==> config.mk <==
export PLATFORM = sky130hd
export DESIGN_NAME = alert_link
export DESIGN_NICKNAME = d
export VERILOG_FILES = /design/src/alert_pkg.sv /design/src/alert_if.sv /design/src/diff_decode.sv /design/src/alert_sender.sv /design/src/alert_receiver.sv /design/src/alert_link.sv
export SDC_FILE = /design/constraint.sdc
export NUM_CORES = 1
export LEC_CHECK = 0
export ABC_AREA = 1
export BUFFER_PORTS_ARGS = -buffer_cell sky130_fd_sc_hd__buf_2
export CORE_MARGIN = 5
export CORE_UTILIZATION = 60
export CTS_BUF_LIST = sky130_fd_sc_hd__clkbuf_2 sky130_fd_sc_hd__clkbuf_4 sky130_fd_sc_hd__clkbuf_8
export DETAILED_ROUTE_END_ITERATION = 6
export PLACE_DENSITY = 0.91
export SETUP_SLACK_MARGIN = 0.1
export SLEW_MARGIN = 20
export SYNTH_ARGS = -nofsm -noshare
export SYNTH_HDL_FRONTEND = slang
export SYNTH_HIERARCHICAL = 1
export SYNTH_SLANG_ARGS = --single-unit
==> constraint.sdc <==
create_clock -name clk_i -period 3.55 [get_ports clk_i]
set_input_delay 0.1775 -clock clk_i [delete_from_list [all_inputs] [get_ports clk_i]]
set_output_delay 0.1775 -clock clk_i [all_outputs]
set_load 0.05 [all_outputs]
==> src/alert_pkg.sv <==
////////////////////////////////////////
// alert link shared types
////////////////////////////////////////

package alert_pkg;

  // one differential pair, a valid pair always has p != n
  typedef struct packed {
    logic p;
    logic n;
  } diff_pair_t;

  // idle encoding of a pair, it decodes to level low
  parameter diff_pair_t DiffIdle = '{p: 1'b0, n: 1'b1};

  // handshake states of the alert sender
  typedef enum logic [2:0] {
    Idle,
    AlertHsPhase1,
    AlertHsPhase2,
    PingHsPhase1,
    PingHsPhase2,
    Pause0,
    Pause1
  } sender_state_e;

endpackage

==> src/alert_if.sv <==
////////////////////////////////////////
// alert link pair bundle
////////////////////////////////////////

interface alert_if;

  import alert_pkg::*;

  // alert pair runs from the sender to the receiver
  diff_pair_t alert;

  // ping pair runs from the receiver to the sender, a level change asks for an answer
  diff_pair_t ping;

  // ack pair runs from the receiver to the sender and closes each handshake
  diff_pair_t ack;

  // the sender end drives the alert pair and listens to ping and ack
  modport sender (
    output alert,
    input  ping,
    input  ack
  );

  // the receiver end drives ping and ack and listens to the alert pair
  modport receiver (
    output ping,
    output ack,
    input  alert
  );

endinterface

==> src/diff_decode.sv <==
////////////////////////////////////////
// differential pair decoder
////////////////////////////////////////

module diff_decode #(
  parameter bit AsyncOn = 1'b0
) (
  input  logic                  clk_i,
  input  logic                  rst_ni,
  input  alert_pkg::diff_pair_t diff_i,
  output logic                  level_o,
  output logic                  event_o,
  output logic                  sigint_o
);

  import alert_pkg::*;

  // pair as seen in the local clock domain
  diff_pair_t pair_s;
  logic       level_q;

  ////////////////////////////////////////
  // optional synchronizer stages
  ////////////////////////////////////////

  if (AsyncOn) begin : gen_sync_stages
    diff_pair_t sync1_q;
    diff_pair_t sync2_q;

    // both wires are sampled together so a skewed edge shows up as one bad cycle at most
    always_ff @(posedge clk_i or negedge rst_ni) begin
      if (!rst_ni) begin
        sync1_q <= DiffIdle;
        sync2_q <= DiffIdle;
      end else begin
        sync1_q <= diff_i;
        sync2_q <= sync1_q;
      end
    end

    assign pair_s = sync2_q;
  end else begin : gen_no_sync
    // same clock on both ends, the pair is used directly
    assign pair_s = diff_i;
  end

  ////////////////////////////////////////
  // level and event decoding
  ////////////////////////////////////////

  // both wires equal is an encoding error
  assign sigint_o = (pair_s.p == pair_s.n);

  // a bad pair keeps the last valid level so no false event is seen
  assign level_o = sigint_o ? level_q : pair_s.p;

  // one cycle pulse on every change of the valid level
  assign event_o = level_o ^ level_q;

  always_ff @(posedge clk_i or negedge rst_ni) begin
    if (!rst_ni) begin
      level_q <= DiffIdle.p;
    end else begin
      level_q <= level_o;
    end
  end

endmodule

==> src/alert_sender.sv <==
////////////////////////////////////////
// alert sender
////////////////////////////////////////

module alert_sender #(
  parameter bit AsyncOn = 1'b0,
  parameter bit IsFatal = 1'b0
) (
  input  logic clk_i,
  input  logic rst_ni,
  input  logic alert_test_i,
  input  logic alert_req_i,
  output logic alert_ack_o,
  output logic alert_state_o,
  alert_if.sender bus
);

  import alert_pkg::*;

  logic ping_event, ping_sigint;
  logic ack_level, ack_sigint;

  // the ping decoder only needs the change of level
  diff_decode #(
    .AsyncOn(AsyncOn)
  ) u_decode_ping (
    .clk_i,
    .rst_ni,
    .diff_i  (bus.ping),
    .level_o (),
    .event_o (ping_event),
    .sigint_o(ping_sigint)
  );

  // the ack decoder only needs the level
  diff_decode #(
    .AsyncOn(AsyncOn)
  ) u_decode_ack (
    .clk_i,
    .rst_ni,
    .diff_i  (bus.ack),
    .level_o (ack_level),
    .event_o (),
    .sigint_o(ack_sigint)
  );

  ////////////////////////////////////////
  // request set registers
  ////////////////////////////////////////

  sender_state_e state_d, state_q;
  diff_pair_t    alert_d, alert_q;
  logic alert_set_d, alert_set_q, alert_clr;
  logic test_set_d, test_set_q;
  logic ping_set_d, ping_set_q, ping_clr;
  logic req_trigger, test_trigger, ping_trigger, alert_trigger;

  // requests arriving during a handshake are kept until the pause is over
  assign req_trigger = alert_req_i | alert_set_q;

  if (IsFatal) begin : gen_fatal
    // a fatal alert stays latched until reset and keeps the handshakes going
    assign alert_set_d = req_trigger;
  end else begin : gen_recov
    assign alert_set_d = alert_clr ? 1'b0 : req_trigger;
  end

  // test alerts are served once, whatever the fatal setting
  assign test_trigger  = alert_test_i | test_set_q;
  assign test_set_d    = alert_clr ? 1'b0 : test_trigger;
  assign alert_trigger = req_trigger | test_trigger;

  assign ping_trigger = ping_event | ping_set_q;
  assign ping_set_d   = ping_clr ? 1'b0 : ping_trigger;

  // only real alerts are acknowledged towards the peripheral
  assign alert_ack_o   = alert_clr & alert_set_q;
  assign alert_state_o = alert_set_q;
  assign bus.alert     = alert_q;

  ////////////////////////////////////////
  // handshake FSM
  ////////////////////////////////////////

  always_comb begin
    state_d   = state_q;
    alert_d   = DiffIdle;
    alert_clr = 1'b0;
    ping_clr  = 1'b0;

    unique case (state_q)
      // alerts win over pings when both are waiting
      Idle: begin
        if (alert_trigger || ping_trigger) begin
          state_d = alert_trigger ? AlertHsPhase1 : PingHsPhase1;
          alert_d = '{p: 1'b1, n: 1'b0};
        end
      end
      // hold the alert high until the receiver raises ack
      AlertHsPhase1: begin
        if (ack_level) begin
          state_d = AlertHsPhase2;
        end else begin
          alert_d = '{p: 1'b1, n: 1'b0};
        end
      end
      // the handshake is complete once ack drops again
      AlertHsPhase2: begin
        if (!ack_level) begin
          state_d   = Pause0;
          alert_clr = 1'b1;
        end
      end
      PingHsPhase1: begin
        if (ack_level) begin
          state_d = PingHsPhase2;
        end else begin
          alert_d = '{p: 1'b1, n: 1'b0};
        end
      end
      PingHsPhase2: begin
        if (!ack_level) begin
          state_d  = Pause0;
          ping_clr = 1'b1;
        end
      end
      // two quiet cycles separate back to back handshakes
      Pause0: state_d = Pause1;
      Pause1: state_d = Idle;
      default: state_d = Idle;
    endcase

    // a bad incoming pair is reported by an all-low output pair, pending alerts survive
    if (ping_sigint || ack_sigint) begin
      state_d   = Idle;
      alert_d   = '{p: 1'b0, n: 1'b0};
      alert_clr = 1'b0;
      ping_clr  = 1'b1;
    end
  end

  always_ff @(posedge clk_i or negedge rst_ni) begin
    if (!rst_ni) begin
      state_q     <= Idle;
      alert_q     <= DiffIdle;
      alert_set_q <= 1'b0;
      test_set_q  <= 1'b0;
      ping_set_q  <= 1'b0;
    end else begin
      state_q     <= state_d;
      alert_q     <= alert_d;
      alert_set_q <= alert_set_d;
      test_set_q  <= test_set_d;
      ping_set_q  <= ping_set_d;
    end
  end

endmodule

==> src/alert_receiver.sv <==
////////////////////////////////////////
// alert receiver
////////////////////////////////////////

module alert_receiver #(
  parameter bit AsyncOn = 1'b0
) (
  input  logic clk_i,
  input  logic rst_ni,
  input  logic ping_req_i,
  output logic alert_o,
  output logic ping_ok_o,
  output logic integ_fail_o,
  alert_if.receiver bus
);

  import alert_pkg::*;

  // cycles in which a new error answer is held back, covering the round trip of the
  // previous answer through the sender and back, which is longer with synchronizers
  localparam logic [2:0] HoldOff = AsyncOn ? 3'd7 : 3'd3;

  logic alert_level, alert_event, alert_sigint;

  diff_decode #(
    .AsyncOn(AsyncOn)
  ) u_decode_alert (
    .clk_i,
    .rst_ni,
    .diff_i  (bus.alert),
    .level_o (alert_level),
    .event_o (alert_event),
    .sigint_o(alert_sigint)
  );

  diff_pair_t ack_d, ack_q;
  diff_pair_t ping_d, ping_q;
  logic ping_pend_d, ping_pend_q;
  logic [2:0] hold_d, hold_q;
  logic sigint_q;
  logic alert_rise, ping_send, integ_ack;

  ////////////////////////////////////////
  // handshake classification
  ////////////////////////////////////////

  // each handshake starts with a rise of the alert level
  assign alert_rise = alert_event & alert_level;

  // a rise while a ping waits is the ping answer, any other rise is an alert
  assign alert_o   = alert_rise & ~ping_pend_q;
  assign ping_ok_o = alert_rise & ping_pend_q;

  assign integ_fail_o = alert_sigint;

  // no new ping while one is open or while the alert pair is broken
  assign ping_send = ping_req_i & ~ping_pend_q & ~alert_sigint;

  // answer the start of a bad alert pair once, the echo of our own answer is ignored
  assign integ_ack = alert_sigint & ~sigint_q & (hold_q == 3'd0);

  assign bus.ack  = ack_q;
  assign bus.ping = ping_q;

  always_comb begin
    // ack mirrors the decoded alert level one cycle later
    ack_d  = '{p: alert_level, n: ~alert_level};
    hold_d = (hold_q != 3'd0) ? hold_q - 3'd1 : 3'd0;
    if (integ_ack) begin
      ack_d  = '{p: 1'b0, n: 1'b0};
      hold_d = HoldOff;
    end

    // a ping is a level change of the ping pair
    ping_d = ping_q;
    if (ping_send) begin
      ping_d = '{p: ~ping_q.p, n: ping_q.p};
    end

    ping_pend_d = ping_pend_q;
    if (ping_send) begin
      ping_pend_d = 1'b1;
    end
    if (ping_rise_done()) begin
      ping_pend_d = 1'b0;
    end
    // the sender drops its ping on a bad pair too, so both ends forget it
    if (alert_sigint) begin
      ping_pend_d = 1'b0;
    end
  end

  // the rise that closes an open ping
  function automatic logic ping_rise_done();
    return alert_rise & ping_pend_q;
  endfunction

  always_ff @(posedge clk_i or negedge rst_ni) begin
    if (!rst_ni) begin
      ack_q       <= DiffIdle;
      ping_q      <= DiffIdle;
      ping_pend_q <= 1'b0;
      hold_q      <= 3'd0;
      sigint_q    <= 1'b0;
    end else begin
      ack_q       <= ack_d;
      ping_q      <= ping_d;
      ping_pend_q <= ping_pend_d;
      hold_q      <= hold_d;
      sigint_q    <= alert_sigint;
    end
  end

endmodule

==> src/alert_link.sv <==
////////////////////////////////////////
// alert link top level
////////////////////////////////////////

module alert_link #(
  parameter bit AsyncOn = 1'b0,
  parameter bit IsFatal = 1'b0
) (
  input  logic clk_i,
  input  logic rst_ni,
  input  logic alert_req_i,
  input  logic alert_test_i,
  input  logic ping_req_i,
  // pairs coming back from the outside wires
  input  logic alert_p_i,
  input  logic alert_n_i,
  input  logic ping_p_i,
  input  logic ping_n_i,
  input  logic ack_p_i,
  input  logic ack_n_i,
  output logic alert_ack_o,
  output logic alert_state_o,
  output logic alert_o,
  output logic ping_ok_o,
  output logic integ_fail_o,
  // pairs leaving towards the outside wires
  output logic alert_p_o,
  output logic alert_n_o,
  output logic ping_p_o,
  output logic ping_n_o,
  output logic ack_p_o,
  output logic ack_n_o
);

  // each end has its own bundle so the wires between them stay outside
  alert_if snd_bus ();
  alert_if rcv_bus ();

  // sender side, ping and ack arrive from outside, alert leaves
  assign snd_bus.ping = '{p: ping_p_i, n: ping_n_i};
  assign snd_bus.ack  = '{p: ack_p_i, n: ack_n_i};
  assign alert_p_o    = snd_bus.alert.p;
  assign alert_n_o    = snd_bus.alert.n;

  // receiver side, alert arrives from outside, ping and ack leave
  assign rcv_bus.alert = '{p: alert_p_i, n: alert_n_i};
  assign ping_p_o      = rcv_bus.ping.p;
  assign ping_n_o      = rcv_bus.ping.n;
  assign ack_p_o       = rcv_bus.ack.p;
  assign ack_n_o       = rcv_bus.ack.n;

  alert_sender #(
    .AsyncOn(AsyncOn),
    .IsFatal(IsFatal)
  ) u_sender (
    .clk_i,
    .rst_ni,
    .alert_test_i,
    .alert_req_i,
    .alert_ack_o,
    .alert_state_o,
    .bus(snd_bus)
  );

  alert_receiver #(
    .AsyncOn(AsyncOn)
  ) u_receiver (
    .clk_i,
    .rst_ni,
    .ping_req_i,
    .alert_o,
    .ping_ok_o,
    .integ_fail_o,
    .bus(rcv_bus)
  );

endmodule

After elaboration in Yosys (flattened, before gate mapping)

Cells that the tools add are included.

$add $sub $neg: 1
Eq/ne operators: 12
Reduce and logical (&&, ||, !) cells: 9
Bitwise logic cells: 19
Muxes and demuxes: 28

Operators by type and width:

| cell                | count |
|---|---|
| $mux 3              | 7 |
| $pmux 3 s5          | 1 |
| $mux 1              | 14 |
| $mux 2              | 5 |
| $ne 3x1->1 const B  | 3 |
| $and 1x1->1         | 8 |
| $eq 3x2->1 const B  | 2 |
| $eq 3x3->1 const B  | 2 |
| $logic_not 3->1     | 2 |
| $reduce_bool 3->1   | 2 |
| $not 1->1           | 5 |
| $or 1x1->1          | 4 |
| $pmux 2 s2          | 1 |
| $reduce_and 4->1    | 1 |
| $reduce_or 2->1     | 2 |
| $eq 1x1->1          | 3 |
| $eq 3x1->1 const B  | 1 |
| $ne 3x3->1 const B  | 1 |
| $sub 3x1->3 const B | 1 |
| $logic_or 1x1->1    | 2 |
| $xor 1x1->1         | 2 |

Register bits after elaboration: 20
Output and inout port bits: 11
Input port bits: 11

Depth between registers and ports, before layout

Depth in word-level cells: 8
Mapped depth: 11

Cells and area by module

Netlist, hierarchy kept.

By module, submodules not included:

| module         | area each (um^2) | instances | cells each |
|---|---|---|---|
| alert_sender   | 461.7            | 1         | 60 |
| alert_receiver | 405.4            | 1         | 49 |
| diff_decode    | 72.6             | 3         | 12 |

Least setup slack after synthesis

OpenSTA, ideal clock, no wires.

Kind: register -> output
Start: register u_sender.u_decode_ack.level_q
End: output port alert_ack_o
Arrival time: 1.461 ns
Path slack: 1.912 ns
Cell stages (with the launch flop): 6
Data required time: 3.372 ns
Cells stage by stage: dfrtp_1 inv_1 a21oi_1 nor3_1 nand2_1 nor2_1

Word-level cells in the longest chain between the ends: 5

Ends and longest elaborated chain:

| item                         | RTL line            | RTL |
|---|---|---|
| start: declaration           | diff_decode.sv:20   | `logic level_q;` |
| start signal: assignment     | diff_decode.sv:62   | `level_q <= DiffIdle.p;` |
| start signal: assignment     | diff_decode.sv:64   | `level_q <= level_o;` |
| $mux 1                       | diff_decode.sv:55   | `assign level_o = sigint_o ? level_q : pair_s.p;` |
| named net u_sender.ack_level | alert_sender.sv:21  | `logic ack_level, ack_sigint;` |
| $mux 1                       | alert_sender.sv:109 | `if (!ack_level) begin` |
| $mux 1                       | alert_sender.sv:91  | `unique case (state_q)` |
| $mux 1                       | alert_sender.sv:134 | `if (ping_sigint \|\| ack_sigint) begin` |
| $and 1x1->1                  | alert_sender.sv:77  | `assign alert_ack_o = alert_clr & alert_set_q;` |
| end: declaration             | alert_link.sv:21    | `output logic alert_ack_o,` |

The timed path passes the listed nets, and every way through them passes these cells.

Worst setup path after layout

Same ends and word-level chain as after synthesis.

==> results by group <==
Run status
  • Status: finished, final reports clean

Clock network
  • # clock sinks: 20
  • Clk slew on worst S/H paths: between 0.1 and 0.15 ns
  • TritonCTS buffer count: 3
  • H-Tree Depth: 1
  • CTS tree: yes
  • Clk root buf: clkbuf_4
  • Longest Clk Path Bufs: 2
  • Clk Latency, worst-skew pair: about 0.30 ns
  • Post-CTS setup buffer count: 0

Synthesis
  • Synth warn: 6
  • Syn nets: about 160
  • Syn_area_per_cell: between 7 and 8 um^2
  • Synth Cell Area: roughly 1100 um^2
  • Cells after synthesis: ~140

Layout
  • Share of cells above drive strength 1: 0.292
  • Most common cell after layout, fill and taps aside: nand2_1
  • Layout Utilization: 0.745
  • Antenna cells: 0
  • Area Overhead vs Synth: 18.5%
  • Most frequent cells in the layout: 35 x nand2_1, 23 x inv_1, 21 x buf_2
  • Non-Filler Instances: 193
  • NumNets Final: 183

Die
  • Initial core utilization: 0.629
  • Die width: between 50 and 60 um
  • Die area: ~2700 um^2
  • Core area: 1710 um^2
  • Ports: 22
  • Cell row count: 15
  • Die extent in y: 52.3 um

Critical path
  • Crit path capture type: output port
  • Critical Path Sink: alert_ack_o
  • Data arrival time of the worst path: 1.55 ns
  • Reg2Reg Setup Slack: ~2.1 ns
  • CP Launch Type: flop
  • Crit path required time: 3.37 ns
  • R2r startpoint: u_sender/u_decode_ping/level_q$_DFF_PN0_
  • WS Path Type: reg -> out
  • Reg-to-reg critical path endpoint: u_sender/state_q[1]$_DFFE_PN0P_
  • Worst setup startpoint: u_sender/u_decode_ack/level_q$_DFF_PN0_
  • R2R cell count: 9
  • Largest fanout on the critical path: 5

Timing
  • Setup TNS: 0 ns
  • Relative slew slack: 0.697
  • Clk_skew: approximately 0.0019 ns
  • Max Slew Vio Count: 0
  • Max Fclk: just under 0.6 GHz
  • Min cycle time layout: around 1.7 ns
  • Final hold violation count: 0
  • Final period util: 0.486
  • Finish-stage setup viols: 0
  • RSZ-0062 raised after global routing: false
  • Worst Tran Pin Value: between 0.4 and 0.5 ns
  • Final worst slack: around 1.8 ns

Worst hold path
  • Min-delay worst type: in -> reg

Place
  • DP Cell Count: roughly 190
  • GP Congestion: around 0.94
  • Post-DP HPWL: about 1700 um
  • IO Port Bufs: 21
  • Pre-CTS setup slack: approximately 2.1 ns

Detailed routing
  • DR iter-0 viols: 25
  • Avg Vias per Cell: approximately 5.0
  • Antenna viol nets, final: 0
  • Routed WL: roughly 2400 um
  • Vias: about 970
  • DRC: 0
  • 1st-pass router iterations: 4
  • WL per Instance: 12.5 um

Global routing
  • Global route total overflow: 0
  • Global Route Usage Sum: 0.200
  • First-pass GRT wire length: between 4000 and 5000 um
  • Initial antenna violation count: 0
  • Vias in the first global route: 926
  • Largest net degree at the start of global routing: 21

Flow run
  • MaxCap Viol Count: 0

Power and ir drop
  • Static leakage: approximately 0.00073 uW
  • Peak supply drop: about 0.00027 V
  • Cell area power density: between 500 and 600 nW/um^2
metal layers:
| metal | GRT usage | up-vias | share of wire |
|---|---|---|---|
| met5 | 0 | - | 0 |
| met4 | 0.0851 | 0 | 0.018 |
| met3 | 0.0370 | 6 | 0.071 |
| met2 | 0.362 | 42 | 0.51 |
| met1 | 0.225 | 441 | 0.40 |
| li1 | - | 478 | - |
final cells by class:
| class | instances | area [um^2] |
|---|---|---|
| tap | 25 | 31.3 |
| clock inverter | 1 | 30.0 |
| timing repair buffer | 22 | 115 |
| multi-input combinational | 93 | 460 |
| fill | 131 | 435 |
| inverter | 29 | 109 |
| clock buffer | 3 | 22.5 |
| sequential | 20 | 504 |
what timing repair did:
| item | in CTS | in global routing |
|---|---|---|
| hold buffers | 1 | 0 |
| hold endpoints to repair | 17 | 0 |
| resized for setup | 0 | 0 |
| setup endpoints to repair | 0 | 0 |
worst max-delay path, cell delays in order (launching register included):
cell and delay [ns]:
dfrtp_1 0.38, inv_1 0.05, a21oi_1 0.14, nor3_1 0.20
nand2_1 0.10, nor2_1 0.11, buf_2 0.27
how the worst min path moves through the flow:
stage	from	end	slack [ns]	depth (start not counted)
floorplan	rst_ni	u_receiver/bus.ack[1]$_DFF_PN0_	-0.12	0
global placement	rst_ni	u_sender/alert_state_o$_DFF_PN0_	0.14	1
detailed placement	rst_ni	u_sender/alert_state_o$_DFF_PN0_	0.14	1
CTS	alert_req_i	u_sender/alert_state_o$_DFF_PN0_	0.11	3
global route	alert_req_i	u_sender/alert_state_o$_DFF_PN0_	0.11	3
finish	ping_req_i	u_receiver/bus.ping[0]$_DFFE_PN1P_	0.11	3
through the flow:
step	hold slack, ns	area [um^2]	total power, uW
after floorplan	-0.118	1070	470
after global placement	0.137	1210	510
after detailed placement	0.144	1210	529
after CTS	0.110	1270	719
after global routing	0.109	1270	766
final	0.111	1270	715
sequential cells by signal, summed over array words and instances, names as in the netlist, 2 cells and up:
name	count
u_receiver/bus.ack	2
u_receiver/hold_q	3
u_sender/state_q	3
u_receiver/bus.ping	2
u_sender/bus.alert	2
power by group:
part           switching, uW  internal [uW]
registers               19.4            273
logic                    169           67.2
clock network           72.5            114
No activity file was read; power rests on OpenSTA's default activity.
